===== src/pipe_config.svh =====
// ==========================================================
// Back end widths and sizes
// ==========================================================

`ifndef PIPE_CONFIG_SVH
`define PIPE_CONFIG_SVH

// Data and pc word.
`define XLEN_W 64

`define INST_W 32
`define RIDX_W 5

// Data memory is addressed in doublewords.
`define DMEM_AW 8
`define DMEM_DEPTH (1 << `DMEM_AW)

`define CNT_W 64

`endif

===== src/pipe_pkg.sv =====
// ==========================================================
// Back end types
// ==========================================================

`default_nettype none

`include "pipe_config.svh"

package pipe_pkg;

  typedef logic [`XLEN_W-1:0]  xlen_t;       // Data, address or pc word.
  typedef logic [`INST_W-1:0]  inst_t;
  typedef logic [`RIDX_W-1:0]  ridx_t;
  typedef logic [`DMEM_AW-1:0] dmem_addr_t;  // Doubleword index into data memory.
  typedef logic [`CNT_W-1:0]   cnt_t;

  typedef enum logic [1:0] {
    MS_IDLE,
    MS_LOAD,
    MS_SEND
  } mem_state_t;

endpackage

`default_nettype wire


===== src/commit_tracker.sv =====
// ==========================================================
// Commit tracker
// ==========================================================

`timescale 1ns/1ns
`default_nettype none

module commit_tracker
  import pipe_pkg::*;
(
  input  wire  clk,
  input  wire  rst,
  input  wire  i_wb_req,
  input  wire  i_nocmt,
  input  wire  i_skipcmt,
  output logic o_wb_ack,
  output cnt_t o_instret,
  output cnt_t o_skipped
);

  logic retire;

  assign o_wb_ack = i_wb_req;  // Every commit is taken at once.
  assign retire   = i_wb_req & ~i_nocmt;

  always_ff @(posedge clk) begin
    if (rst) begin
      o_instret <= '0;
      o_skipped <= '0;
    end else if (retire) begin
      o_instret <= o_instret + 1'b1;
      if (i_skipcmt) begin
        o_skipped <= o_skipped + 1'b1;  // Retired but hidden from the reference model.
      end
    end
  end

endmodule

`default_nettype wire


===== config.mk =====
export PLATFORM = sky130hd
export DESIGN_NAME = commit_tracker
export DESIGN_NICKNAME = d
export VERILOG_FILES = /design/src/pipe_pkg.sv /design/src/commit_tracker.sv
export VERILOG_INCLUDE_DIRS = /design/src
export SDC_FILE = /design/constraint.sdc
export NUM_CORES = 1
export LEC_CHECK = 0
export BUFFER_PORTS_ARGS = -buffer_cell sky130_fd_sc_hd__buf_2
export CORE_ASPECT_RATIO = 0.9
export CORE_MARGIN = 1
export CORE_UTILIZATION = 50
export DETAILED_ROUTE_END_ITERATION = 10
export PLACE_DENSITY_LB_ADDON = 0.05
export SYNTH_ARGS = -nofsm -noshare
export SYNTH_HDL_FRONTEND = slang
export SYNTH_SLANG_ARGS = --single-unit

===== constraint.sdc =====
create_clock -name clk -period 3.5 [get_ports clk]
set_clock_uncertainty 0.1 [all_clocks]
set_input_delay 0.875 -clock clk [delete_from_list [all_inputs] [get_ports clk]]
set_output_delay 0.875 -clock clk [all_outputs]
set_load 0.01 [all_outputs]

* After elaboration in Yosys (flattened, before gate mapping) *
Index checks and enable logic that the tools add are counted.

storage, ports and cells
  register bits = 128
  input bits = 5
  output and inout port bits = 129
  logic and storage cells = 7

cells by class
  add/sub/neg operators = 2
  bitwise operators = 2
  reduce and logical (&&, ||, !) cells = 1

operators with widths
  operator                                                         number
  64-bit by 1-bit adder with 64-bit output, second input constant  2
  2-bit AND reduction                                              1
  1-bit AND                                                        1
  1-bit inverter                                                   1

* Longest topological paths before layout *
  depth in word-level cells = 3
  gate-level depth with buffers = 8
  mapped depth without buffers = 6

* Least setup slack after synthesis *
Ideal clock, no wire load.

  path type = input port to flip-flop
  start point = in i_skipcmt
  end point = reg o_skipped[58]
  setup time = 0.070 ns
  arrival time = 2.280 ns
  required time = 3.330 ns
  slack = 1.050 ns
  stages = 5
  path buffers = 0
  cell sequence = nand4_2 nor4bb_1 nand4_2 or4_1 a21oi_1

between the ends
  longest elaborated chain between the ends = 1

ends and longest elaborated chain
  item                           line                  source
  start, declared                commit_tracker.sv:15  input wire i_skipcmt,
  2-bit AND reduction (no line)  -
  end signal, assigned           commit_tracker.sv:33  o_skipped <= o_skipped + 1'b1;
  end, declared                  commit_tracker.sv:18  output cnt_t o_skipped

No other way between the ends.
A chain may end at the register's enable or synchronous reset.

* Final worst setup path *
  start point = reg o_skipped[11]
  end point = reg o_skipped[48]

between the ends
  longest elaborated chain between the ends = 1

ends and longest elaborated chain
  item                                      line
  64-bit by 1-bit adder with 64-bit output  commit_tracker.sv:33

No other way between the ends.

==> summary.md <==
| Metric | Value |
|---|---|
| HPWL Detailed | `11400 um` |
| DRT Pass-1 Iters | `5` |
| Reg clk slew, reported paths | `0.05 ns` |
| Share of layout cells above drive strength 1 | `0.222` |
| Post-Synthesis Cells | `743` |
| Slew Viols, Final | `0` |
| PortBufs | `133` |
| Dominant synthesized flop cell | `dfxtp_1` |
| Fin nets | `882` |
| Grt ovf | `0` |
| Status | `finished clean` |
| Core area | `12200 um2` |
| Synth cell types | `49` |
| Fmax | `372 MHz` |
| Hold Slack | `0.385 ns` |
| Row count | `38` |
| Starting Density | `0.518` |
| Global-route wire length before repair | `26600 um` |
| Synth Cell Area | `6300 um2` |
| Post-CTS Setup Inserts | `0` |
| Synth warn | `0` |
| RD Place Congestion | `0.829` |
| CTS Root Cell | `clkbuf_16` |
| CTS tree | `done` |
| DRC viols | `0` |
| Critical Path Source Type | `register` |
| Max-cap viol count | `0` |
| Post-Route WL | `16200 um` |
| Antenna violations before repair | `0` |
| Hold crit path type | `reg2reg` |
| Async S/R FF share, synth | `0` |
| # setup viols final | `0` |
| Clock Latency Late Sink | `0.41 ns` |
| Slew HR | `0.515` |
| WP data required | `3.74 ns` |
| Synth Net Count | `750` |
| DRT iter0 DRCs | `555` |
| # IOs | `134` |
| Die ar. | `13100 um2` |
| EDFF count, synth | `0` |
| Ant. Diodes | `0` |
| Register area share after synthesis | `0.407` |
| Vert. Die Dim | `109 um` |
| Critical path arrival | `2.93 ns` |
| H-tree depth | `4` |
| Largest net degree at the start of global routing | `69` |
| Drt wl/cell | `15.5 um` |
| Pwr per Cell Area | `416 nW/um2` |
| Pleak | `3.05 nW` |
| RSZ-0062 raised after global routing | `no` |
| Final core utilization | `0.632` |
| Max VDD drop | `298 uV` |
| Total power | `3.20 mW` |
| CTS buffer count | `17` |
| Period utilization | `0.768` |
| Post-route ant nets | `0` |
| Via density | `5.81` |
| Crit end category | `register` |
| Slew @ Worst Pin | `0.728 ns` |
| Deepest clock path buffer count | `2` |
| GRT Overall Usage | `0.254` |
| Crit Path Category | `reg2reg` |
| Vias in the first global route | `5478` |
| Die X | `120 um` |
| Vias | `6078` |
| TNS Setup | `0 ns` |
| Layout area overhead | `22.0%` |
| Avg Cell Area, Syn | `8.48 um2` |
| Clk sinks | `128` |
| Tmin final | `2.69 ns` |
| Resized cells post-CTS | `0` |
| Flops & latches, synth | `128` |
| Hold Violations, Final | `0` |
| Crit Path Max Fanout | `11` |
| CTS Hold Buffers Added | `0` |
state kept, by name (all words and copies together), names as in the netlist:
signal,cells
o_instret,64
o_skipped,64
placed cells by master, fill, tap and decap left out, types with 3 or more instances in the layout:
cell and n:
o21ai_0 38, buf_2 132, or4_1 16, nor4_4 4, mux2_1 3, a21oi_1 57
o31ai_1 16, clkbuf_8 6, nor2b_1 5, nand4_4 4, buf_4 10, nor4_1 13
or3_1 39, xnor2_1 23, nor2_1 86, nand4_1 49, dfxtp_1 128, nand4b_1 4
xor2_1 43, and3_1 18, nand3_1 50, clkbuf_16 17, nor3_1 8, clkinv_2 3
and4_1 9, inv_1 13, nand2_1 52, and2_1 5, nand4_2 6
kinds of logic after synthesis:
kind of cell | count (synthesis) | share of synthesized area
flip-flops | 128 | 0.407
multiplexers | 4 | 0.00695
adder cells (fa/ha/maj) | 2 | 0.00397
AND/OR/NAND/NOR | 386 | 0.361
buffers and inverters | 43 | 0.0306
XOR/XNOR | 66 | 0.0917
AO/OA/AOI/OAI | 114 | 0.0989
report_power, final:
group | internal (mW) | switching, mW
clock | 1.08 | 0.610
combinational | 0.0121 | 0.0343
sequential | 1.46 | 0.00307
final timing paths:
| kind | start | to | slack [ns] | cells after the start |
|---|---|---|---|---|
| setup / recovery | o_skipped[11]$_SDFFE_PP0P_ | o_skipped[48]$_SDFFE_PP0P_ | 0.81 | 5 |
| hold / removal | o_skipped[63]$_SDFFE_PP0P_ | o_skipped[63]$_SDFFE_PP0P_ | 0.38 | 2 |
| setup reg to reg | o_skipped[11]$_SDFFE_PP0P_ | o_skipped[48]$_SDFFE_PP0P_ | 0.81 | 5 |
| hold reg to reg | o_skipped[63]$_SDFFE_PP0P_ | o_skipped[63]$_SDFFE_PP0P_ | 0.38 | 2 |
Yosys cell counts (4+ instances only):
cell	number	area (um2)
and4_1	9	78.8
nand4_4	4	85.1
o31ai_1	16	120
nand2_1	52	195
xnor2_1	23	201
nand4b_1	4	35.0
and3_1	18	113
o21ai_0	38	190
or3_1	39	244
a21oi_1	57	285
nor2_1	86	323
and2_1	5	31.3
clkbuf_1	23	86.3
nor3_1	8	40.0
xor2_1	43	377
dfxtp_1	128	2560
inv_1	13	48.8
or4_1	16	120
nor2b_1	5	31.3
nor4_4	4	85.1
nand3_1	50	250
nor4_1	14	87.6
nand4_2	6	75.1
nand4_1	49	307
per-stage QoR:
step / instance area, um2 / setup WS [ns] / instances
2_1_floorplan: 6300 / 1.05 / 743
3_3_place_gp: 7120 / 0.556 / 1016
3_5_place_dp: 7120 / 0.495 / 1016
4_1_cts: 7690 / 0.856 / 1046
5_1_grt: 7690 / 0.565 / 1046
6_report: 7690 / 0.811 / 1046
routing by layer:
layer | share of wire | GRT usage | up-vias
met1 | 0.48 | 0.345 | 2898
met2 | 0.45 | 0.397 | 182
met4 | 0.0073 | 0.0661 | 0
li1 | - | - | 2992
met3 | 0.064 | 0.0686 | 6
met5 | 0 | 0 | -
layout make-up:
cell class | count | area [um2]
inverter | 13 | 48.8
fill | 1100 | 4480
clock buffer | 25 | 515
multi-input combinational | 572 | 3550
sequential | 128 | 2560
timing repair buffer | 143 | 756
tap | 160 | 200
clock inverter | 5 | 52.6
worst max-delay path: stages (launching register included):
cell	delay (ns)
dfxtp_1	0.44
nand4_2	0.25
nor4_4	0.70
nand3_1	0.51
or3_1	0.49
a21oi_1	0.14
No activity file was read; power rests on OpenSTA's default activity.
