**src/pipe_config.svh**
```systemverilog
// ==========================================================
// Back end widths and sizes
// ==========================================================

`ifndef PIPE_CONFIG_SVH
`define PIPE_CONFIG_SVH

// Data and pc word.
`define XLEN_W 64

`define INST_W 32
`define RIDX_W 5

// Data memory is addressed in doublewords.
`define DMEM_AW 8
`define DMEM_DEPTH (1 << `DMEM_AW)

`define CNT_W 64

`endif
```
**src/pipe_pkg.sv**
```systemverilog
// ==========================================================
// Back end types
// ==========================================================

`default_nettype none

`include "pipe_config.svh"

package pipe_pkg;

  typedef logic [`XLEN_W-1:0]  xlen_t;       // Data, address or pc word.
  typedef logic [`INST_W-1:0]  inst_t;
  typedef logic [`RIDX_W-1:0]  ridx_t;
  typedef logic [`DMEM_AW-1:0] dmem_addr_t;  // Doubleword index into data memory.
  typedef logic [`CNT_W-1:0]   cnt_t;

  typedef enum logic [1:0] {
    MS_IDLE,
    MS_LOAD,
    MS_SEND
  } mem_state_t;

endpackage

`default_nettype wire

```
**src/regfile.sv**
```systemverilog
// ==========================================================
// Integer register file
// ==========================================================

`timescale 1ns/1ns
`default_nettype none

module regfile
  import pipe_pkg::*;
(
  input  wire        clk,
  input  wire        rst,
  input  wire        i_we,
  input  wire ridx_t i_waddr,
  input  wire xlen_t i_wdata,
  input  wire ridx_t i_raddr,
  output xlen_t      o_rdata
);

  xlen_t regs [1:31];  // x0 has no storage.

  always_ff @(posedge clk) begin
    if (rst) begin
      for (int i = 1; i < 32; i++) begin
        regs[i] <= '0;
      end
    end else if (i_we && (i_waddr != '0)) begin
      regs[i_waddr] <= i_wdata;
    end
  end

  assign o_rdata = (i_raddr == '0) ? '0 : regs[i_raddr];

endmodule

`default_nettype wire

```
**config.mk**
```make
export PLATFORM = sky130hd
export DESIGN_NAME = regfile
export DESIGN_NICKNAME = d
export VERILOG_FILES = /design/src/pipe_pkg.sv /design/src/regfile.sv
export VERILOG_INCLUDE_DIRS = /design/src
export SDC_FILE = /design/constraint.sdc
export NUM_CORES = 2
export LEC_CHECK = 0
export ABC_CLOCK_PERIOD_IN_PS = 3500
export BUFFER_PORTS_ARGS = -buffer_cell sky130_fd_sc_hd__buf_2
export CAP_MARGIN = 20
export CELL_PAD_IN_SITES_DETAIL_PLACEMENT = 1
export CELL_PAD_IN_SITES_GLOBAL_PLACEMENT = 1
export CORE_MARGIN = 8
export CORE_UTILIZATION = 40
export CTS_CLUSTER_SIZE = 12
export DETAILED_ROUTE_END_ITERATION = 6
export PLACE_DENSITY_LB_ADDON = 0.2
export SLEW_MARGIN = 5
export SYNTH_ARGS = -nofsm -noshare
export SYNTH_HDL_FRONTEND = slang
export SYNTH_SLANG_ARGS = --single-unit
```
**constraint.sdc**
```tcl
create_clock -name clk -period 3.5 [get_ports clk]
set_input_delay 0.525 -clock clk [delete_from_list [all_inputs] [get_ports clk]]
set_output_delay 0.525 -clock clk [all_outputs]
set_load 0.005 [all_outputs]
```
# [Word level (Yosys, flattened, before mapping)]
# Memories as Yosys holds them, arrays and structs flattened.
# Cells that the tools add are included.
[word_totals] reg_bits=0 ramBits=1984 input_bits=77 out_inout_bits=64 elab_cells=14 n_memories=1
[op_classes] mux=9 n_reduce_logical=4
[mem_list] name="regs" words=31 word_bits=64 rd=1 rd_clocked_by_memory_dff=0 wr=31 line="regfile.sv:20" rtl="xlen_t regs [1:31];"
[ops] operator="$mux W64" n=2
[ops] operator="$reduce_or A64 Y1" n=1
[ops] operator="$mux W1" n=6
[ops] operator="$logic_not A5 Y1" n=1
[ops] operator="$mux W5" n=1
[ops] operator="$reduce_bool A5 Y1" n=1
[ops] operator="$logic_and A1 B1 Y1" n=1

# [Logic depth before layout (Yosys ltp)]
[depth] word_depth=7 depth_mapped=10 depth_no_buf=5

# [Worst setup path before layout]
# Ideal clock, no wire load.
[synth_path] path_type="input to register" startpoint="in rst" endpoint="mem regs[20][0] (netlist bit), enable pin" setup_ns=0.394 arrival_time_ns=2.368 slack_ns=0.738 cell_stages=6 path_buffers=2 path_cell_list="nand2b_1 or3_1 clkbuf_1 nor2_1 clkbuf_1 or2_2"
[synth_lines] element="start: declaration" line="regfile.sv:12" rtl="input wire rst,"
[synth_lines] element="end: declaration" line="regfile.sv:20"

# [Worst setup path after layout]
[layout_path] startpoint="in i_raddr[0]" endpoint="out o_rdata[21]"
[layout_between] elab_chain_len=2
[layout_lines] element="start: declaration" line="regfile.sv:16" rtl="input wire ridx_t i_raddr,"
[layout_lines] element="$mem_v2 Z31 W64 or $logic_not A5 Y1 (tied branches)"
[layout_lines] element="$mux W64 *" line="regfile.sv:32" rtl="assign o_rdata = (i_raddr == '0) ? '0 : regs[i_raddr];"
[layout_lines] element="end: declaration" line="regfile.sv:17" rtl="output xlen_t o_rdata"
# Mark *: on every way between the ends. The rest lies on a longest branch, timed or not.

==> flow_summary.json <==
{
  "place_hpwl_um": 184000,
  "combPwrFrac_pct": 8.8,
  "power_density_nw_per_um2": 527,
  "nets": 5911,
  "synth-edff-count": 2029,
  "grt_overflow": 0,
  "nFillCells": 21546,
  "rsz0062_at_grt": "yes",
  "leakage_nw": 36.7,
  "hold_violations": 0,
  "p_clk_share_pct": 39.8,
  "grt_pass1_wl_um": 456000,
  "cts_root_buffer": "clkbuf_16",
  "crit_chain": "buf_8, buf_12, buf_12, mux2i_1, o22ai_1, nor3_1, a211oi_1, buf_2",
  "final_area_um2": 105000,
  "critPathKind": "input pin to primary output",
  "worst_pin_slew_ps": 1110,
  "max_freq_ghz": 0.283,
  "drt_iter0_drc": 7762,
  "critPathSlowestCell": "a211oi_1",
  "largest_register_ffs": 2029,
  "crit_path_end_kind": "primary output",
  "clockBufferDepth": 3,
  "core-area_um2": 227000,
  "regMostFlops": "regs",
  "routed_wl_um": 332000,
  "cts_hold_repair.buffers": 0,
  "die_w_um": 494,
  "async_flop_share_pct": 0,
  "postCtsSetupBuffers": 0,
  "design_power_total_mw": 55.3,
  "initial_core_util_pct": 40.3,
  "dpl_cell_area_um2": 98200,
  "place_ws_ps": -255,
  "die_y_um": 494,
  "drive_gt1_share_pct": 23.0,
  "syn_area_um2": 91600,
  "internal-power_mw": 42.1,
  "grt_pass1_vias": 55270,
  "hold_path_depth": 1,
  "rows": 175,
  "setup_ws_ps": -29.7,
  "syn2layout_area_growth_pct": 14.6,
  "first_pass_iters": 5,
  "dr_total_vias": 53664,
  "grt_max_degree": 65,
  "finalMaxSlewViolations": 0,
  "hold_class": "input pin to register",
  "post-route-period-util_pct": 101,
  "cp_common_cell": "buf_12",
  "drt-wirelength-per-cell_um": 36.6,
  "p_seq_share_pct": 51.3,
  "place_congestion": 0.796,
  "min_to": "regs[0][58]$_DFFE_PP_",
  "cp-start-kind": "input pin",
  "synth_cell_types": 41,
  "num_io_pins": 141,
  "portBuffers": 140,
  "fin_tns_setup_ps": -29.7,
  "antenna_found_initial": 68,
  "setup_viol": 1,
  "clock_sinks": 2029,
  "syn_area_per_cell_um2": 16.1,
  "drv_cap": 0,
  "h-tree-depth": 4,
  "cp_data_arrival_time_ps": 3000,
  "p_switching_mw": 13.2,
  "top_regs": "regs x2029",
  "ant_nets": 0,
  "slew_headroom_pct": 25.4,
  "synth_seq_area_share_pct": 66.5,
  "violations": "setup timing",
  "ys_ff_latch": 2029,
  "synth_flop_cell": "edfxtp_1",
  "die_area_um2": 245000,
  "critical_path.max_fanout": 32,
  "drc": 0,
  "viasPerCell": 5.92,
  "numCtsBuffers": 217,
  "yosys_warnings": 0,
  "outcome": "finished with violations",
  "clk_pin_slew_ps": 60,
  "worstHoldStart": "i_wdata[58]",
  "critical-path-max-stage-delay_ps": 810,
  "synthCells": 5682,
  "min_period_ps": 3530,
  "netSwitchingFraction_pct": 23.9,
  "track_usage_pct": 26.8,
  "cts_tree": "done",
  "peakVddDrop_mv": 0.487,
  "worstPathRequired_ps": 2970
}
[synthesized netlist by cell type, drive strengths merged, types with 4 or more instances]
master	n	area share, %
nand2b	7	0.048
nand3b	4	0.033
or3	4	0.027
clkbuf	440	1.8
nand2	26	0.11
a21oi	10	0.055
a22oi	21	0.17
a221oi	4	0.038
nor3	10	0.055
nor2	61	0.25
or2	34	0.23
mux4	505	12
mux2i	167	1.8
a211oi	13	0.11
and2	1985	14
a22o	4	0.038
mux2	47	0.58
o22ai	63	0.43
buf	146	0.95
a221o	6	0.066
o21ai	30	0.16
edfxtp	2029	67
a21o	38	0.31
nor2b	9	0.061
[area by class of cell]
class                   instances  area (um2)  share of cell area, %
clock inverters               118         905                  0.862
inverters                       2        7.51                0.00715
diodes                         49         123                  0.117
clock buffers                 275        5690                   5.42
repair buffers                475        4840                   4.61
multi-input cells            3109       28700                   27.3
flip-flops and latches       2029       60900                   58.1
well taps                    3009        3760                   3.59
[placed cells by master, fill, tap and decap left out, types with 31 or more instances in the layout]
master and instances:
nor2_4 32, buf_4 210, clkbuf_1 56, clkinv_1 63, mux2i_1 167, buf_12 125
buf_2 135, and2_1 1985, diode_2 49, clkbuf_16 219, mux2_2 46, conb_1 45
a21o_1 38, mux4_2 505, o22ai_1 62, edfxtp_1 2029, or2_4 31
[worst max-delay path: cells and delay by family]
| kind | cells | cell delay [ps] |
|---|---|---|
| AND/OR/NAND/NOR | 1 | 160 |
| buffers and inverters | 4 | 1060 |
| AO/OA/AOI/OAI | 2 | 1070 |
| multiplexers | 1 | 120 |
[worst max path at each step]
stage | start | to | slack (ps) | cells after the start
3_3_place_gp | i_raddr[1] | o_rdata[38] | -970 | 9
3_5_place_dp | i_raddr[0] | o_rdata[53] | -260 | 9
5_1_grt | regs[5][14]$_SDFFCE_PN0P_ | o_rdata[14] | -30 | 5
2_1_floorplan | rst | regs[20][0]$_SDFFCE_PN0P_ | 740 | 6
6_report | i_raddr[0] | o_rdata[21] | -30 | 8
4_1_cts | regs[1][14]$_SDFFCE_PN0P_ | o_rdata[14] | -60 | 5
[per-stage QoR]
stage          util (%)  hold slack, ps  std cells
2_1_floorplan         -             624       5726
3_3_place_gp       43.1            1010       8624
3_5_place_dp       43.2            1020       8625
4_1_cts            46.1            66.4       9017
5_1_grt            46.1             126       9026
6_report           46.1             136       9066
[power by group through the flow]
stage                     Clock (mW)  Combinational [mW]  Sequential [mW]
after global placement             0                4.84             28.8
after floorplan                    0                2.54             28.7
final                           22.0                4.88             28.4
after global routing            23.2                5.05             28.5
after CTS                       22.3                4.90             28.4
after detailed placement           0                4.87             28.9
[metal layers]
metal  up-vias  wire (um)  GRT usage (%)
li1      21252          -              -
met1     29070     135000           37.2
met2      2825     158000           43.6
met3       511      29200           4.26
met4         6       9650           8.42
met5         -         47              0
[logic make-up after synthesis]
group | synth area share [%]
compound gates | 1.47
flops | 66.5
buf+inv | 2.76
mux | 14.8
simple gates | 14.4
other cells | 0.00409
[timing repair]
action | CTS | global route
setup endpoints to repair | 6 | 2
pin swaps | 1 | 0
gates resized for setup | 9 | 3
No activity file was read; power rests on OpenSTA's default activity.
