<file path="config.mk">
export PLATFORM = sky130hd
export DESIGN_NAME = wb_stage
export DESIGN_NICKNAME = d
export VERILOG_FILES = /design/src/pipe_pkg.sv /design/src/wb_stage.sv /design/src/wb_unit.sv
export VERILOG_INCLUDE_DIRS = /design/src
export SDC_FILE = /design/constraint.sdc
export NUM_CORES = 1
export LEC_CHECK = 0
export BUFFER_PORTS_ARGS = -buffer_cell sky130_fd_sc_hd__buf_2
export CORE_AREA = 2 2 131 133
export DETAILED_ROUTE_END_ITERATION = 8
export DIE_AREA = 0 0 133 135
export GPL_TIMING_DRIVEN = 0
export PLACE_DENSITY = 0.72
export SLEW_MARGIN = 20
export SYNTH_ARGS = -nofsm -noshare
export SYNTH_HDL_FRONTEND = slang
export SYNTH_HIERARCHICAL = 1
export SYNTH_SLANG_ARGS = --single-unit
</file>
<file path="constraint.sdc">
create_clock -name clk -period 2 [get_ports clk]
set_clock_uncertainty 0.05 [all_clocks]
set_input_delay 0 -clock clk [delete_from_list [all_inputs] [get_ports clk]]
set_output_delay 0 -clock clk [all_outputs]
set_load 0.005 [all_outputs]
</file>
<file path="src/pipe_config.svh">
// ==========================================================
// Back end widths and sizes
// ==========================================================

`ifndef PIPE_CONFIG_SVH
`define PIPE_CONFIG_SVH

// Data and pc word.
`define XLEN_W 64

`define INST_W 32
`define RIDX_W 5

// Data memory is addressed in doublewords.
`define DMEM_AW 8
`define DMEM_DEPTH (1 << `DMEM_AW)

`define CNT_W 64

`endif
</file>
<file path="src/pipe_pkg.sv">
// ==========================================================
// Back end types
// ==========================================================

`default_nettype none

`include "pipe_config.svh"

package pipe_pkg;

  typedef logic [`XLEN_W-1:0]  xlen_t;       // Data, address or pc word.
  typedef logic [`INST_W-1:0]  inst_t;
  typedef logic [`RIDX_W-1:0]  ridx_t;
  typedef logic [`DMEM_AW-1:0] dmem_addr_t;  // Doubleword index into data memory.
  typedef logic [`CNT_W-1:0]   cnt_t;

  typedef enum logic [1:0] {
    MS_IDLE,
    MS_LOAD,
    MS_SEND
  } mem_state_t;

endpackage

`default_nettype wire

</file>
<file path="src/wb_stage.sv">
// ==========================================================
// Writeback stage
// ==========================================================

`timescale 1ns/1ns
`default_nettype none

module wb_stage
  import pipe_pkg::*;
(
  input  wire        clk,
  input  wire        rst,
  input  wire        i_wb_memoryed_req,
  output logic       o_wb_writebacked_req,
  input  wire        i_wb_writebacked_ack,
  input  wire xlen_t i_wb_pc,
  input  wire inst_t i_wb_inst,
  input  wire ridx_t i_wb_rd,
  input  wire        i_wb_rd_wen,
  input  wire xlen_t i_wb_rd_wdata,
  input  wire        i_wb_nocmt,
  input  wire        i_wb_skipcmt,
  output xlen_t      o_wb_pc,
  output inst_t      o_wb_inst,
  output logic       o_wb_nocmt,
  output logic       o_wb_skipcmt,
  output logic       o_rf_we,
  output ridx_t      o_rf_waddr,
  output xlen_t      o_rf_wdata
);

  logic  ena;
  xlen_t hold_pc;
  inst_t hold_inst;
  ridx_t hold_rd;
  logic  hold_rd_wen;
  xlen_t hold_rd_wdata;
  logic  hold_nocmt;
  logic  hold_skipcmt;

  // Every memory request is taken, there is no stall here.
  always_ff @(posedge clk) begin
    if (rst) begin
      ena                  <= 1'b0;
      o_wb_writebacked_req <= 1'b0;
    end else if (i_wb_memoryed_req) begin
      ena                  <= 1'b1;
      o_wb_writebacked_req <= 1'b1;
    end else if (i_wb_writebacked_ack) begin
      ena                  <= 1'b0;
      o_wb_writebacked_req <= 1'b0;
    end
  end

  always_ff @(posedge clk) begin
    if (i_wb_memoryed_req) begin
      hold_pc       <= i_wb_pc;
      hold_inst     <= i_wb_inst;
      hold_rd       <= i_wb_rd;
      hold_rd_wen   <= i_wb_rd_wen;
      hold_rd_wdata <= i_wb_rd_wdata;
      hold_nocmt    <= i_wb_nocmt;
      hold_skipcmt  <= i_wb_skipcmt;
    end
  end

  assign o_wb_pc      = ena ? hold_pc : '0;  // Commit fields read zero when idle.
  assign o_wb_inst    = ena ? hold_inst : '0;
  assign o_wb_nocmt   = ena & hold_nocmt;
  assign o_wb_skipcmt = ena & hold_skipcmt;

  wb_unit u_wb_unit (
    .clk        (clk),
    .rst        (rst),
    .i_ena      (ena),
    .i_rd       (hold_rd),
    .i_rd_wen   (hold_rd_wen),
    .i_rd_wdata (hold_rd_wdata),
    .o_rd       (o_rf_waddr),
    .o_rd_wen   (o_rf_we),
    .o_rd_wdata (o_rf_wdata)
  );

endmodule

`default_nettype wire

</file>
<file path="src/wb_unit.sv">
// ==========================================================
// Writeback register write gate
// ==========================================================

`timescale 1ns/1ns
`default_nettype none

module wb_unit
  import pipe_pkg::*;
(
  input  wire        clk,
  input  wire        rst,
  input  wire        i_ena,
  input  wire ridx_t i_rd,
  input  wire        i_rd_wen,
  input  wire xlen_t i_rd_wdata,
  output ridx_t      o_rd,
  output logic       o_rd_wen,
  output xlen_t      o_rd_wdata
);

  logic fire;

  assign fire       = i_ena & i_rd_wen & (i_rd != '0);  // The zero register is never written.
  assign o_rd_wen   = fire;
  assign o_rd       = fire ? i_rd : '0;
  assign o_rd_wdata = fire ? i_rd_wdata : '0;

endmodule

`default_nettype wire

</file>
# == Word level (Yosys, flattened, before mapping) ==
# Index checks and enable logic that the tools add are counted.
# op_classes
n_shift,0
bitwise_logic,4
order_cmp,0
eq_ne,0
add_sub_neg,0
mul,0
n_reduce_logical,2
n_mux,6
n_div,0
# ops
operator,n
64-bit 2-to-1 mux,2
32-bit 2-to-1 mux,1
5-bit 2-to-1 mux,1
5-bit nonzero test,1
1-bit bitwise AND,4
1-bit 2-to-1 mux,2
2-bit nonzero test,1
# totals
inputBits,172
rom_bits,0
n_memories,0
register_bits,169
ram_bits,0
output_inout_bits,169
word_cells,20
latch_bits,0

# == Logic depth before layout (Yosys ltp) ==
# logic_depth
word_depth,3
mapped_depth,5

# == Modules after synthesis ==
# Netlist, hierarchy kept.
# by_module_without_submodules
module,seq_area_each_um2,cells_per_inst,n_inst,area_per_inst_um2
wb_stage,5064.9,280,1,5751.8
wb_unit,0.0,167,1,883.3

# == Worst setup path after synthesis ==
# OpenSTA, ideal clock, no wires.
# synth_timing
path_type,reg-to-output
startpoint,register ena
endpoint,output port o_rf_wdata[55]
path_stages_with_launch,6
arrival_ns,1.186
path_slack_ns,0.764
t_required_ns,1.950
cell_sequence,dfxtp_1 buf_2 buf_2 buf_2 nand3_1 a21oi_1
# synth_via
elab_chain_len,3
# synth_lines
element,line_no,rtl
start: declaration,wb_stage.sv:32,logic ena;
start signal: assignment,wb_stage.sv:44,ena <= 1'b0;
start signal: assignment,wb_stage.sv:47,ena <= 1'b1;
start signal: assignment,wb_stage.sv:50,ena <= 1'b0;
1-bit bitwise AND (2 in series),wb_unit.sv:24,assign fire = i_ena & i_rd_wen & (i_rd != '0);
64-bit 2-to-1 mux,wb_unit.sv:27,assign o_rd_wdata = fire ? i_rd_wdata : '0;
end: declaration,wb_stage.sv:29,output xlen_t o_rf_wdata
# No other way between the ends.

# == Final worst setup path ==
# layout_timing
startpoint,register hold_rd[0]
endpoint,output port o_rf_wdata[55]
# layout_via
elab_chain_len,3
# layout_lines
element,line_no,rtl
start: declaration,wb_stage.sv:35,ridx_t hold_rd;
start signal: assignment,wb_stage.sv:59,hold_rd <= i_wb_rd;
5-bit nonzero test,wb_unit.sv:24,
1-bit bitwise AND,wb_unit.sv:24,
64-bit 2-to-1 mux,wb_unit.sv:27,
# No other way between the ends.

==> flow_metrics.env <==
export IMPL_status="completed"
export IMPL_ys_top_cells_by_area="edfxtp_1, and2_1, nand3_1"
export IMPL_core_area_um2=16410
export IMPL_rr_endpoint="ena"
export IMPL_synthDistinctLibCells=17
export IMPL_cp_max_fo=10
export IMPL_crit_chain="nor4_4 -> buf_6 -> buf_4 -> a21oi_1 -> buf_2"
export IMPL_total_leakage_power_nw=4.924
export IMPL_setup_viol=0
export IMPL_num_fill_cells=1069
export IMPL_place_congestion=0.8068
export IMPL_slew_viol_final=0
export IMPL_p_per_area_nw_per_um2=770.9
export IMPL_h_tree_depth=4
export IMPL_dr_pass1_iters=5
export IMPL_top_layer_used="met4"
export IMPL_p_total_w=0.008508
export IMPL_synth_main_ff_cell="edfxtp_1"
export IMPL_drt_wl_total_mm=22.56
export IMPL_synth_most_common_cell="edfxtp_1"
export IMPL_grt_use_total=0.2455
export IMPL_period_share=0.9461
export IMPL_via_per_inst=4.803
export IMPL_crit_arrival_ns=1.84
export IMPL_die_w_um=133
export IMPL_crit_type="flop to output pin"
export IMPL_endpoint_kind="output pin"
export IMPL_ys_async_sr_fraction=0
export IMPL_netlist_instances=447
export IMPL_synth_seq_cells=169
export IMPL_r2r_slack_ns=0.37
export IMPL_timing_rr_start="ena"
export IMPL_cts_tree="built"
export IMPL_grt_pass1_vias=5942
export IMPL_dr_wl_met2_mm=11.66
export IMPL_worst_pin_slew_ns=0.5589
export IMPL_utilization=0.6727
export IMPL_syn_nets=619
export IMPL_max_cap_violations=0
export IMPL_start_util=0.4044
export IMPL_yosys_warnings=6
export IMPL_routedLengthMet1_mm=8.233
export IMPL_ir_worst_vdd_uv=531.7
export IMPL_hpwl_mm=13.47
export IMPL_crit_slowest_cell="edfxtp_1"
export IMPL_numCtsBuffers=17
export IMPL_io_pins=341
export IMPL_hold_viol=0
export IMPL_drive_gt1_frac=0.4145
export IMPL_vias=5836
export IMPL_synth_enable_flop_cells=168
export IMPL_grt_max_degree=60
export IMPL_drt_first_iter_violations=384
export IMPL_yosys_area_top_type="edfxtp_1"
export IMPL_clock_latency_ns=0.41
export IMPL_root_buffer="clkbuf_16"
export IMPL_timing_final_crit_period_ns=1.892
export IMPL_yosysTopAreaCellShare=0.7603
export IMPL_rr_worst_depth=4
export IMPL_clkTransAtPathRegs_ns=0.06
export IMPL_route_detailed_drc=0
export IMPL_path_delay_family="buffers and inverters"
export IMPL_start_kind="flop"
export IMPL_avgSynthCellArea_um2=14.84
export IMPL_rows=47
export IMPL_cts_sink_count=169
export IMPL_hold_path_class="primary input to flop"
export IMPL_multi_input_area_um2=1361
export IMPL_ant_nets=0
export IMPL_final_seq_area_um2=5069
export IMPL_fmax_mhz=528.5
export IMPL_die_area_um2=17960
export IMPL_cpPeakStageDelay_ns=0.46
export IMPL_grt_setup_unrepaired="no"
export IMPL_port_buffer_count=340
export IMPL_critPathRequiredTime_ns=1.95
export IMPL_ys_top_cells_by_count="edfxtp_1, and2_1, nand3_1"
export IMPL_overflow=0
export IMPL_synth_area_um2=6635
export IMPL_path_buf_inv=3
export IMPL_min_to="hold_pc[10]"
export IMPL_dr_wl_met3_mm=1.686
export IMPL_grt_pass1_wl_mm=33.09
export IMPL_dieHeight_um=135
export IMPL_ys_seq_area_frac=0.7633
export IMPL_clock_path_buffers=2
export IMPL_slew_headroom=0.6274
export IMPL_wl_per_cell_um=18.57
export IMPL_syn_to_final_growth_pct=66.34
export IMPL_antenna_found_initial=2
export IMPL_min_from="i_wb_pc[10]"
export IMPL_nNetsFinal=1153
export IMPL_min_path_cells=2
==> cells in the final DEF (no fill, tap or decap) <==
cell,synthesis,final
buf_6,2,3
nor2_1,1,1
buf_2,15,351
nand3_1,64,64
dlygate4sd3_1,0,171
buf_4,7,9
nand2_1,1,1
a21oi_2,10,10
clkinv_4,0,3
dfxtp_4,0,1
clkbuf_2,0,4
and2_1,98,98
bufinv_16,0,1
clkinv_1,0,2
inv_8,0,1
nor4_4,0,1
clkbuf_16,0,20
inv_6,0,3
and3_1,4,4
clkbuf_1,13,12
clkinvlp_4,0,2
edfxtp_1,168,168
nand2b_1,1,1
buf_1,3,2
a21oi_1,56,56
buf_16,0,2
inv_1,2,2
clkbuf_4,0,1
diode_2,0,1
==> cells by family (layout without fill, tap and decap cells) <==
| kind of cell | after synthesis | after routing | share of synthesized area |
|---|---|---|---|
| AOI/OAI and AO/OA | 66 | 66 | 0.05544 |
| buffers and inverters | 42 | 589 | 0.03281 |
| and+or+nand+nor | 170 | 170 | 0.1484 |
| DFF | 169 | 169 | 0.7633 |
| other | 0 | 1 | 0 |
==> worst reg2reg max path, cell delays in order, from the launching register on <==
cell	delay, ns
dfxtp_4	0.49
buf_4	0.22
nand2b_1	0.08
a21oi_1	0.15
dlygate4sd3_1	0.58
==> area by class of cell <==
type / count / area share
antenna: 1 / 0.0002267
sequential: 169 / 0.4592
timing repair buffer: 516 / 0.3213
clock inverter: 12 / 0.01054
tap: 220 / 0.02494
inverter: 2 / 0.0006802
buffer: 39 / 0.02018
multi-input combinational: 236 / 0.1233
clock buffer: 20 / 0.03956
==> routing by layer <==
| metal | up-vias | track usage |
|---|---|---|
| met2 | 327 | 0.4378 |
| met5 | - | 0 |
| li1 | 2701 | - |
| met1 | 2748 | 0.2739 |
| met4 | 0 | 0.1260 |
| met3 | 60 | 0.06006 |
==> timing repair <==
item,CTS,global route
gates cloned,0,2
endpoints found under the hold margin,221,0
gates resized for setup,6,11
buffers inserted,0,1
pin swaps,0,1
endpoints found under the setup margin,70,52
hold buffers,171,0
==> flip-flops by register name, indices dropped and copies added (netlist names) <==
signal and cells:
hold_pc 64, hold_skipcmt 1, hold_rd_wdata 64, hold_rd 5, hold_inst 32, ena 1
hold_nocmt 1, hold_rd_wen 1
==> worst max-delay path by stage <==
| stage | startpoint | endpoint | slack, ns | cells past startpoint |
|---|---|---|---|---|
| after floorplan | ena | o_rf_wdata[55] | 0.76 | 5 |
| after detailed placement | ena | o_rf_wdata[13] | 0.02 | 5 |
| after CTS | hold_rd[3] | o_rf_wdata[28] | 0.004 | 5 |
| after global placement | i_wb_memoryed_req | hold_rd_wdata[45] | -1.19 | 1 |
| after global routing | hold_rd[0] | o_rf_wdata[62] | 0.007 | 5 |
| final | hold_rd[0] | o_rf_wdata[55] | 0.11 | 5 |
==> power by group <==
group / total [W] / switching [W] / internal, W
clock network: 0.00312 / 0.00139 / 0.00173
registers: 0.00430 / 0.0000903 / 0.00421
logic: 0.00109 / 0.000505 / 0.000588
total: 0.00851 / 0.00198 / 0.00653
==> metrics by stage <==
stage | cell area, um2 | std cells | TNS (ns) | hold slack, ns | setup slack [ns]
after global placement | 8612 | 1007 | -198.89 | 0.1095 | -1.192
after detailed placement | 8677 | 1009 | 0 | 0.1109 | 0.02227
after global routing | 11030 | 1214 | 0 | 0.2316 | 0.007351
after CTS | 10950 | 1212 | 0 | 0.2080 | 0.003660
after floorplan | 6635 | 447 | 0 | 0.01907 | 0.7637
final | 11040 | 1215 | 0 | 0.2413 | 0.1078
No activity file was read; power rests on OpenSTA's default activity.
