### src/pipe_config.svh
// ==========================================================
// Back end widths and sizes
// ==========================================================

`ifndef PIPE_CONFIG_SVH
`define PIPE_CONFIG_SVH

// Data and pc word.
`define XLEN_W 64

`define INST_W 32
`define RIDX_W 5

// Data memory is addressed in doublewords.
`define DMEM_AW 8
`define DMEM_DEPTH (1 << `DMEM_AW)

`define CNT_W 64

`endif
### src/pipe_pkg.sv
// ==========================================================
// Back end types
// ==========================================================

`default_nettype none

`include "pipe_config.svh"

package pipe_pkg;

  typedef logic [`XLEN_W-1:0]  xlen_t;       // Data, address or pc word.
  typedef logic [`INST_W-1:0]  inst_t;
  typedef logic [`RIDX_W-1:0]  ridx_t;
  typedef logic [`DMEM_AW-1:0] dmem_addr_t;  // Doubleword index into data memory.
  typedef logic [`CNT_W-1:0]   cnt_t;

  typedef enum logic [1:0] {
    MS_IDLE,
    MS_LOAD,
    MS_SEND
  } mem_state_t;

endpackage

`default_nettype wire

### src/mem_stage.sv
// ==========================================================
// Memory stage
// ==========================================================

`timescale 1ns/1ns
`default_nettype none

`include "pipe_config.svh"

module mem_stage
  import pipe_pkg::*;
(
  input  wire             clk,
  input  wire             rst,
  input  wire             i_ex_req,
  input  wire xlen_t      i_ex_pc,
  input  wire inst_t      i_ex_inst,
  input  wire ridx_t      i_ex_rd,
  input  wire             i_ex_rd_wen,
  input  wire xlen_t      i_ex_result,
  input  wire             i_ex_mem_ren,
  input  wire             i_ex_mem_wen,
  input  wire xlen_t      i_ex_store_data,
  input  wire             i_ex_nocmt,
  input  wire             i_ex_skipcmt,
  output logic            o_ex_ack,
  output logic            o_ram_en,
  output logic            o_ram_we,
  output dmem_addr_t      o_ram_addr,
  output xlen_t           o_ram_wdata,
  input  wire xlen_t      i_ram_rdata,
  output logic            o_mem_req,
  output xlen_t           o_mem_pc,
  output inst_t           o_mem_inst,
  output ridx_t           o_mem_rd,
  output logic            o_mem_rd_wen,
  output xlen_t           o_mem_rd_wdata,
  output logic            o_mem_nocmt,
  output logic            o_mem_skipcmt
);

  mem_state_t state;
  logic       ex_hs;

  assign o_ex_ack = (state == MS_IDLE);
  assign ex_hs    = i_ex_req & o_ex_ack;

  // The RAM access goes out in the same cycle the item is accepted.
  assign o_ram_en    = ex_hs & (i_ex_mem_ren | i_ex_mem_wen);
  assign o_ram_we    = ex_hs & i_ex_mem_wen;
  assign o_ram_addr  = i_ex_result[3 +: `DMEM_AW];  // Aligned doublewords only.
  assign o_ram_wdata = i_ex_store_data;

  assign o_mem_req = (state == MS_SEND);

  always_ff @(posedge clk) begin
    if (rst) begin
      state <= MS_IDLE;
    end else begin
      case (state)
        MS_IDLE: begin
          if (ex_hs) begin
            state <= i_ex_mem_ren ? MS_LOAD : MS_SEND;
          end
        end
        MS_LOAD: state <= MS_SEND;  // RAM data is valid in this cycle.
        MS_SEND: state <= MS_IDLE;
        default: state <= MS_IDLE;
      endcase
    end
  end

  always_ff @(posedge clk) begin
    if (ex_hs) begin
      o_mem_pc       <= i_ex_pc;
      o_mem_inst     <= i_ex_inst;
      o_mem_rd       <= i_ex_rd;
      o_mem_rd_wen   <= i_ex_rd_wen;
      o_mem_rd_wdata <= i_ex_result;
      o_mem_nocmt    <= i_ex_nocmt;
      o_mem_skipcmt  <= i_ex_skipcmt;
    end else if (state == MS_LOAD) begin
      o_mem_rd_wdata <= i_ram_rdata;  // Load result replaces the address.
    end
  end

endmodule

`default_nettype wire

### config.mk
export PLATFORM = sky130hd
export DESIGN_NAME = mem_stage
export DESIGN_NICKNAME = d
export VERILOG_FILES = /design/src/pipe_pkg.sv /design/src/mem_stage.sv
export VERILOG_INCLUDE_DIRS = /design/src
export SDC_FILE = /design/constraint.sdc
export NUM_CORES = 1
export LEC_CHECK = 0
export CAP_MARGIN = 20
export CORE_AREA = 2 2 212 214
export DETAILED_ROUTE_END_ITERATION = 7
export DIE_AREA = 0 0 214 216
export DONT_BUFFER_PORTS = 1
export HOLD_SLACK_MARGIN = 0.08
export PLACE_DENSITY = 0.3
export SLEW_MARGIN = 30
export SYNTH_ARGS = -nofsm -noshare
export SYNTH_HDL_FRONTEND = slang
export SYNTH_SLANG_ARGS = --single-unit
### constraint.sdc
create_clock -name clk -period 8.1 [get_ports clk]
set_input_delay 0.81 -clock clk [delete_from_list [all_inputs] [get_ports clk]]
set_output_delay 0.81 -clock clk [all_outputs]
set_load 0.05 [all_outputs]
# Word level (Yosys, flattened, before mapping)
# Index checks and enable logic that the tools add are counted.
# totals
out_inout_bits,244
reg_bits,170
elab_cells,22
inputBits,301
# classes
bitwise,4
mux,5
reduce_logical,2
n_eq_ne,3
# op_table
operator,n
$mux 64,2
$mux 2,2
$pmux 2 s2,1
$and 1x1->1,3
$eq 2x1->1 const B,1
$eq 2x2->1 const B,1
$logic_not 2->1,1
$ne 2x1->1 const B,1
$reduce_bool 2->1,1
$or 1x1->1,1

# Longest topological paths before layout
# Gate-level depths: netlist of the first run.
# depth
ltp_word,4
ltp_mapped,4
ltp_nobuf,2

# Least setup slack after synthesis of the first run
# OpenSTA, ideal clock, no wires.
# synth_path
path_type,input to register
start,input i_ex_req
end,register o_mem_rd_wdata[0] (enable)
slack_ns,4.079
cell_stages,2
required_time_ns,7.613
n_path_buf,0
arrival_ns,3.534
setup_ns,0.487
path_cell_list,nor2_1 > nor2_1
# synth_between
elab_chain_cells,2
# synth_lines
element,line_no,source
start: declaration,mem_stage.sv:15,"input wire i_ex_req,"
$and 1x1->1,mem_stage.sv:46,assign ex_hs = i_ex_req & o_ex_ack;
$reduce_bool 2->1 (no source line),n/a,
end signal: assignment,mem_stage.sv:79,o_mem_rd_wdata <= i_ex_result;
end signal: assignment,mem_stage.sv:83,o_mem_rd_wdata <= i_ram_rdata;
end: declaration,mem_stage.sv:37,"output xlen_t o_mem_rd_wdata,"
# No other way between the ends.
# A chain may end at the register's enable or synchronous reset.

# Final worst setup path of the first run
# layout_path
start,register state[1]
end,output o_ram_we
# layout_between
elab_chain_cells,3
# layout_lines
element,line_no,source
start: declaration,mem_stage.sv:42,mem_state_t state;
start signal: assignment,mem_stage.sv:63,state <= i_ex_mem_ren ? MS_LOAD : MS_SEND;
$logic_not 2->1,mem_stage.sv:45,assign o_ex_ack = (state == MS_IDLE);
$and 1x1->1,mem_stage.sv:46,
$and 1x1->1,mem_stage.sv:50,assign o_ram_we = ex_hs & i_ex_mem_wen;
end: declaration,mem_stage.sv:28,"output logic o_ram_we,"
# No other way between the ends.

==> impl_metrics.csv, run 1 <==
group,metric,value,unit
outcome,status,"finished clean",
sta,tns,0,ns
drt,wirelength_met1,5450,um
pwr,power_frac_comb,0.037,
critical_path,crit_fanout,84,
floorplanning,ios,545,
critical_path,worstRegToRegCells,4,
synthesis,ys_ff_latch,170,
synthesis,syn_nets,625,
flow_run,maxCapViolCount,0,
sta,final_max_slew_viol_count,0,
floorplanning,num_rows,77,
clocking,cts_buffer_depth,2,
floorplanning,die_w,214,um
sta,setup_viol,0,
sta,tightest_slew,0.9849,ns
placement,dp_hpwl,12930,um
synthesis,netlist_area,0.006466,mm2
drt,drtAntennaViolNets,0,
sta,slew_headroom,0.3421,
critical_path,required,7.29,ns
clocking,cts_setup_buffers,0,
pwr,p_leak,2.229,nW
drt,dr_wl_met3,2374,um
pwr,peakVddDrop,0.1247,mV
pwr,powerDensity,308.5,mW/mm2
drt,route.top_layer_used,"met4",
drt,via_per_inst,3.018,
pwr,pwr-share-seq,0.586,
global_route,grt_pass1_vias,2775,
critical_path,worstSetupPathType,"reg2out",
critical_path,worstPathArrival,2.24,ns
global_route,antenna_found_initial,2,
placement,io_buffers,0,
synthesis,syn-mean-instance-area,19.96,um2
drt,wl,17160,um
clocking,path_clk_slew,0.07,ns
finish,diodes,0,
drt,drc_errors,0,
global_route,grt_overflow,0,
drt,wl_met2,8652,um
floorplanning,start_util,0.1475,
sta,rsz0062_at_grt,"no",
finish,final_common_cell,"edfxtp_1",
critical_path,reg2reg_slack,5.31,ns
synthesis,yosys_warnings,0,
clocking,cts_hold_buf,0,
finish,layout_common_cells,"edfxtp_1, mux2_2, clkbuf_16",
clocking,clock-root-buffer,"clkbuf_16",
finish,fin_area,0.007259,mm2
clocking,cts_tree,"yes",
finish,drive_above_1_share,0.3000,
clocking,numClockSinks,170,
floorplanning,die_area,0.04622,mm2
pwr,internal_power,1.572,mW
critical_path,cp-startpoint,"state[1]",
synthesis,synthCells,324,
clocking,insertion_delay,0.47,ns
pwr,switchingPower,667.4,uW
sta,min_period,3.048,ns
critical_path,worst_setup_path_end_kind,"primary output",
pwr,finalPower,2.239,mW
critical_path,r2r-end,"o_mem_rd_wdata[34]",
pwr,power.clock.fraction,0.377,
pwr,p_sw_frac,0.2980,
synthesis,ys_types,13,
drt,first_pass_iters,4,
placement,dpl_cell_area,0.006663,mm2
sta,fmax,328.1,MHz
sta,finalCritPeriodShare,0.3763,
critical_path,endpoint,"o_ram_we",
placement,gp_congestion,0.7784,
clocking,htree_levels,4,
global_route,grt_pass1_wl,22580,um
drt,num_vias,2632,
drt,drt_iter0_markers,102,
global_route,grt_max_degree,89,
min_path,hp-class,"in2reg",
critical_path,rr_startpoint,"state[1]",
sta,fin_skew,0.01461,ns
drt,drt-wirelength-per-cell,19.68,um
floorplanning,die_h,216,um
synthesis,ys_seq_area_frac,0.7864,
floorplanning,core,0.04384,mm2
clocking,cts_resized,0,
clocking,cts_made_buffers,17,
finish,layout-area-overhead-vs-synth,12.27,%
global_route,grt_usage,0.07444,
sta,hold_viol,0,
finish,final_nets,568,
critical_path,worst_setup_path_start_kind,"flip-flop",
==> power groups by stage <==
stage	clock network [mW]	registers (mW)	logic (mW)
2_1_floorplan	0	1.31	0.164
3_3_place_gp	0	1.34	0.0822
3_5_place_dp	0	1.33	0.0866
4_1_cts	0.893	1.31	0.0860
5_1_grt	0.929	1.32	0.0922
6_report	0.845	1.31	0.0835
==> logic make-up (layout without fill, tap and decap cells) <==
kind of cell / after synthesis / count (layout) / synth area share
compound gates: 2 / 2 / 0.002321
flops: 170 / 170 / 0.7864
mux: 64 / 64 / 0.1115
simple gates: 9 / 9 / 0.008513
buf+inv: 79 / 35 / 0.09133
==> layout make-up <==
| cell class | count | area [um2] |
|---|---|---|
| clock buffers | 17 | 425.4 |
| clock inverters | 15 | 171.4 |
| fillers | 4718 | 36580 |
| multi-input cells | 75 | 807.0 |
| flip-flops and latches | 170 | 5085 |
| well taps | 592 | 740.7 |
| repair buffers | 3 | 30.03 |
==> Yosys cell counts (all sizes together) <==
| master | count | area share |
|---|---|---|
| and3b | 1 | 0.0014 |
| and2 | 1 | 0.00097 |
| dfxtp | 2 | 0.0062 |
| nor3b | 1 | 0.0019 |
| mux2 | 64 | 0.11 |
| o21a | 2 | 0.0023 |
| nor2 | 4 | 0.0023 |
| edfxtp | 168 | 0.78 |
| buf | 79 | 0.091 |
| nor2b | 2 | 0.0019 |
==> worst max-delay path, cell delays in order (launching register included) <==
cell and delay (ns):
dfxtp_1 0.40, nor3b_4 0.22, buf_6 0.57, and2_1 0.54
==> worst min path at each step <==
stage           startpoint      endpoint  slack, ns  cells past startpoint
2_1_floorplan     state[0]      state[1]       0.53                      1
3_3_place_gp      state[0]      state[1]       0.58                      1
3_5_place_dp      state[0]      state[1]       0.62                      1
4_1_cts        i_ex_pc[15]  o_mem_pc[15]       0.35                      0
5_1_grt        i_ex_pc[22]  o_mem_pc[22]       0.37                      0
6_report       i_ex_pc[22]  o_mem_pc[22]       0.42                      0
==> per-layer routing <==
metal | track usage | up-vias
met5 | 0 | -
met4 | 0.05921 | 0
met3 | 0.05159 | 38
met2 | 0.1201 | 344
met1 | 0.06357 | 1217
li1 | - | 1033
==> per-stage QoR <==
| stage | util | worst slack (ns) | std cells | hold slack [ns] |
|---|---|---|---|---|
| after floorplan | - | 4.079 | 324 | 0.5277 |
| after global placement | 0.1518 | 4.590 | 840 | 0.5809 |
| after detailed placement | 0.1520 | 4.979 | 840 | 0.6249 |
| after CTS | 0.1656 | 4.916 | 872 | 0.3535 |
| after global routing | 0.1656 | 4.878 | 872 | 0.3713 |
| final | 0.1656 | 5.052 | 872 | 0.4222 |
==> registers in the layout, indices dropped and copies added (netlist names) <==
signal and cells:
o_mem_inst 32, o_mem_nocmt 1, o_mem_pc 64, o_mem_rd 5, o_mem_rd_wdata 64, o_mem_rd_wen 1, o_mem_skipcmt 1, state 2
(Power assumes the default switching activity.)
==> inputs of run 2 (changes only) <==
--- a/config.mk
+++ b/config.mk
@@ -7,9 +7,9 @@
 export NUM_CORES = 1
 export LEC_CHECK = 0
 export CAP_MARGIN = 20
-export CORE_AREA = 2 2 212 214
+export CORE_AREA = 2 2 211 213
 export DETAILED_ROUTE_END_ITERATION = 7
-export DIE_AREA = 0 0 214 216
+export DIE_AREA = 0 0 213 215
 export DONT_BUFFER_PORTS = 1
 export HOLD_SLACK_MARGIN = 0.08
 export PLACE_DENSITY = 0.3
==> constraint.sdc (replaced) <==
create_clock -name clk -period 3.1 [get_ports clk]
set_input_delay 0.31 -clock clk [delete_from_list [all_inputs] [get_ports clk]]
set_output_delay 0.31 -clock clk [all_outputs]
set_load 0.05 [all_outputs]
==> impl_metrics.csv, run 2 <==
group,metric,value,unit
synthesis,synth_edf_count,168,
synthesis,ys_ff_latch,170,
clocking,cts_hold_buf,175,
synthesis,async_flop_share,0,
floorplanning,die_h,215,um
clocking,cts_made_buffers,17,
synthesis,synthCells,324,
outcome,status,"aborted with a tool error",
floorplanning,num_rows,77,
outcome,error,"[ERROR RSZ-0060] Max buffer count reached.",
synthesis,yosys_warnings,0,
clocking,clock-root-buffer,"clkbuf_16",
clocking,cts_buffer_depth,2,
clocking,htree_levels,4,
synthesis,syn-mean-instance-area,19.96,um2
clocking,cts_setup_buffers,0,
clocking,numClockSinks,170,
floorplanning,ios,545,
synthesis,synth_flop_cell,"edfxtp_1",
placement,gp_congestion,0.7247,
synthesis,synth_common_cells,"edfxtp_1, buf_4, mux2_2",
synthesis,synth_top_area_frac,0.7802,
synthesis,post-synth-top-count-cell,"edfxtp_1",
floorplanning,start_util,0.1482,
placement,dp_hpwl,12200,um
synthesis,syn_nets,625,
synthesis,ys_types,13,
synthesis,yosys-top-cells-area,"edfxtp_1, buf_4, mux2_2",
clocking,cts_resized,0,
synthesis,netlist_area,0.006466,mm2
placement,io_buffers,0,
synthesis,ys_seq_area_frac,0.7864,
synthesis,synth_top_cell_by_area,"edfxtp_1",
floorplanning,die_w,213,um
outcome,haltStage,"clock tree synthesis",
-- run 2: cell counts after synthesis --
No cell type changed its count.
-- run 2: through the flow --
stage	std cells	utilization	instance area [um2]	setup WS (ns)	hold WS (ns)
3_5_place_dp	842	0.1531	6680	1.051	0.4089
2_1_floorplan	324	-	6469	0.5705	0.4089
3_3_place_gp	842	0.1531	6680	1.087	0.4089
-- run 2: kinds of logic after synthesis --
logic type	count (synthesis)	share of synthesized area
buf+inv	79	0.09133
mux	64	0.1115
flops	170	0.7864
compound gates	2	0.002321
simple gates	9	0.008513
==> inputs of run 3 (changes only) <==
--- a/config.mk
+++ b/config.mk
@@ -7,12 +7,11 @@
 export NUM_CORES = 1
 export LEC_CHECK = 0
 export CAP_MARGIN = 20
-export CORE_AREA = 2 2 211 213
+export CORE_AREA = 2 2 214 216
 export DETAILED_ROUTE_END_ITERATION = 7
-export DIE_AREA = 0 0 213 215
+export DIE_AREA = 0 0 216 218
 export DONT_BUFFER_PORTS = 1
-export HOLD_SLACK_MARGIN = 0.08
-export PLACE_DENSITY = 0.3
+export PLACE_DENSITY_LB_ADDON = 0.15
 export SLEW_MARGIN = 30
 export SYNTH_ARGS = -nofsm -noshare
 export SYNTH_HDL_FRONTEND = slang
==> impl_metrics.csv, run 3 (same netlist as run 1, synthesis figures left out) <==
group,metric,value,unit
global_route,antenna_found_initial,6,
finish,layout.cells.non_filler,1057,
critical_path,r2r-end,"o_mem_rd_wdata[4]",
sta,min_period,2.522,ns
critical_path,required,3.31,ns
clocking,htree_levels,4,
global_route,grt_usage,0.08074,
critical_path,worstSetupPathType,"reg2reg",
clocking,cts_setup_buffers,0,
sta,setup_viol,0,
finish,layout_common_cells,"dlygate4sd3_1, edfxtp_1, mux2_2",
finish,final_nets,742,
sta,hold_viol,0,
pwr,p_leak,2.983,nW
floorplanning,die_h,218,um
critical_path,crit_fanout,61,
drt,drt_iter0_markers,155,
drt,wl,19630,um
critical_path,rr_startpoint,"state[1]",
clocking,path_clk_slew,0.07,ns
critical_path,worst_setup_path_end_kind,"flip-flop",
clocking,cts_tree,"yes",
drt,num_vias,3335,
min_path,hold_start,"i_ex_result[8]",
sta,fin_skew,0.01953,ns
global_route,grt_overflow,0,
drt,drt-wirelength-per-cell,18.57,um
min_path,hp-class,"in2reg",
global_route,grt_max_degree,94,
sta,tightest_slew,0.9449,ns
clocking,insertion_delay,0.48,ns
finish,drive_above_1_share,0.1898,
sta,rsz0062_at_grt,"no",
clocking,cts_resized,0,
drt,drtAntennaViolNets,0,
placement,dp_hpwl,14020,um
critical_path,worstRegToRegCells,4,
clocking,numClockSinks,170,
sta,tns,0,ns
drt,via_per_inst,3.155,
floorplanning,ios,545,
finish,final_common_cell,"dlygate4sd3_1",
critical_path,reg2reg_slack,0.58,ns
floorplanning,die_area,0.04709,mm2
sta,final_max_slew_viol_count,0,
finish,reg_top3,"o_mem_pc: 64 flops, o_mem_rd_wdata: 64 flops, o_mem_inst: 32 flops",
critical_path,worstPathArrival,2.73,ns
clocking,clock-root-buffer,"clkbuf_16",
clocking,cts_buffer_depth,2,
placement,io_buffers,0,
floorplanning,core,0.04489,mm2
finish,layout-area-overhead-vs-synth,40.15,%
min_path,holdPathEnd,"o_mem_rd_wdata[8]",
floorplanning,num_rows,78,
sta,fmax,396.4,MHz
sta,slew_headroom,0.3678,
finish,n_fill_cell,4778,
drt,drc_errors,0,
drt,first_pass_iters,4,
floorplanning,start_util,0.1440,
placement,gp_congestion,0.7712,
pwr,peakVddDrop,0.3260,mV
outcome,status,"finished clean",
pwr,powerDensity,684.7,mW/mm2
global_route,grt_pass1_vias,3720,
min_path,holdPathStages,1,
global_route,grt_pass1_wl,26050,um
clocking,cts_made_buffers,17,
floorplanning,die_w,216,um
critical_path,worst_setup_path_start_kind,"flip-flop",
flow_run,maxCapViolCount,0,
placement,dp.cells,850,
sta,finalCritPeriodShare,0.8137,
finish,fin_util,0.2019,
==> run 3: worst max-delay path by stage <==
stage,startpoint,end,slack (ns)
after global routing,state[1],o_mem_rd_wdata[12],0.42
after global placement,state[1],o_mem_rd_wdata[9],1.17
after CTS,state[1],o_mem_rd_wdata[6],0.57
final,state[1],o_mem_rd_wdata[4],0.58
after detailed placement,state[1],o_mem_rd_wdata[2],1.11
after floorplan,state[0],o_mem_rd_wdata[0],0.57
==> run 3: cell type report <==
| class | count | area [um2] | area share |
|---|---|---|---|
| Timing Repair Buffer | 177 | 1772 | 0.1955 |
| Tap cell | 600 | 750.7 | 0.08284 |
| Clock inverter | 14 | 215.2 | 0.02375 |
| Sequential cell | 170 | 5085 | 0.5611 |
| Clock buffer | 17 | 425.4 | 0.04694 |
| Multi-Input combinational cell | 75 | 804.5 | 0.08878 |
| Antenna cell | 4 | 10.01 | 0.001105 |
==> run 3: repair_timing <==
item                                   CTS  global route
hold buffers                           172             0
setup endpoints to repair                0             0
endpoints found under the hold margin  142             0
==> run 3: critical path, stage by stage (launching register included) <==
cell and delay [ns]:
dfxtp_1 0.39, nor3b_4 0.22, buf_4 0.62, mux2_2 0.41, dlygate4sd3_1 0.55
==> run 3: where the power goes <==
| group | internal (mW) | switching, mW | total [mW] |
|---|---|---|---|
| logic | 0.247 | 0.180 | 0.427 |
| clock network | 1.36 | 0.990 | 2.35 |
| registers | 2.76 | 0.662 | 3.42 |
==> run 3: metal layers <==
layer | GRT usage | share of wire | up-vias
li1 | - | - | 1388
met1 | 0.06591 | 0.31 | 1568
met2 | 0.1420 | 0.51 | 332
met3 | 0.05523 | 0.15 | 43
met4 | 0.04863 | 0.031 | 4
met5 | 0 | 0.0012 | -
==> run 3: metrics by stage <==
stage	worst slack, ns	hold slack, ns	instance area, um2	power (mW)
2_1_floorplan	0.5705	0.4089	6469	3.849
3_3_place_gp	1.172	0.4089	6690	3.705
3_5_place_dp	1.112	0.4089	6690	3.706
4_1_cts	0.5725	0.0002227	9052	6.340
5_1_grt	0.4236	0.01750	9055	6.457
6_report	0.5775	0.04899	9062	6.205
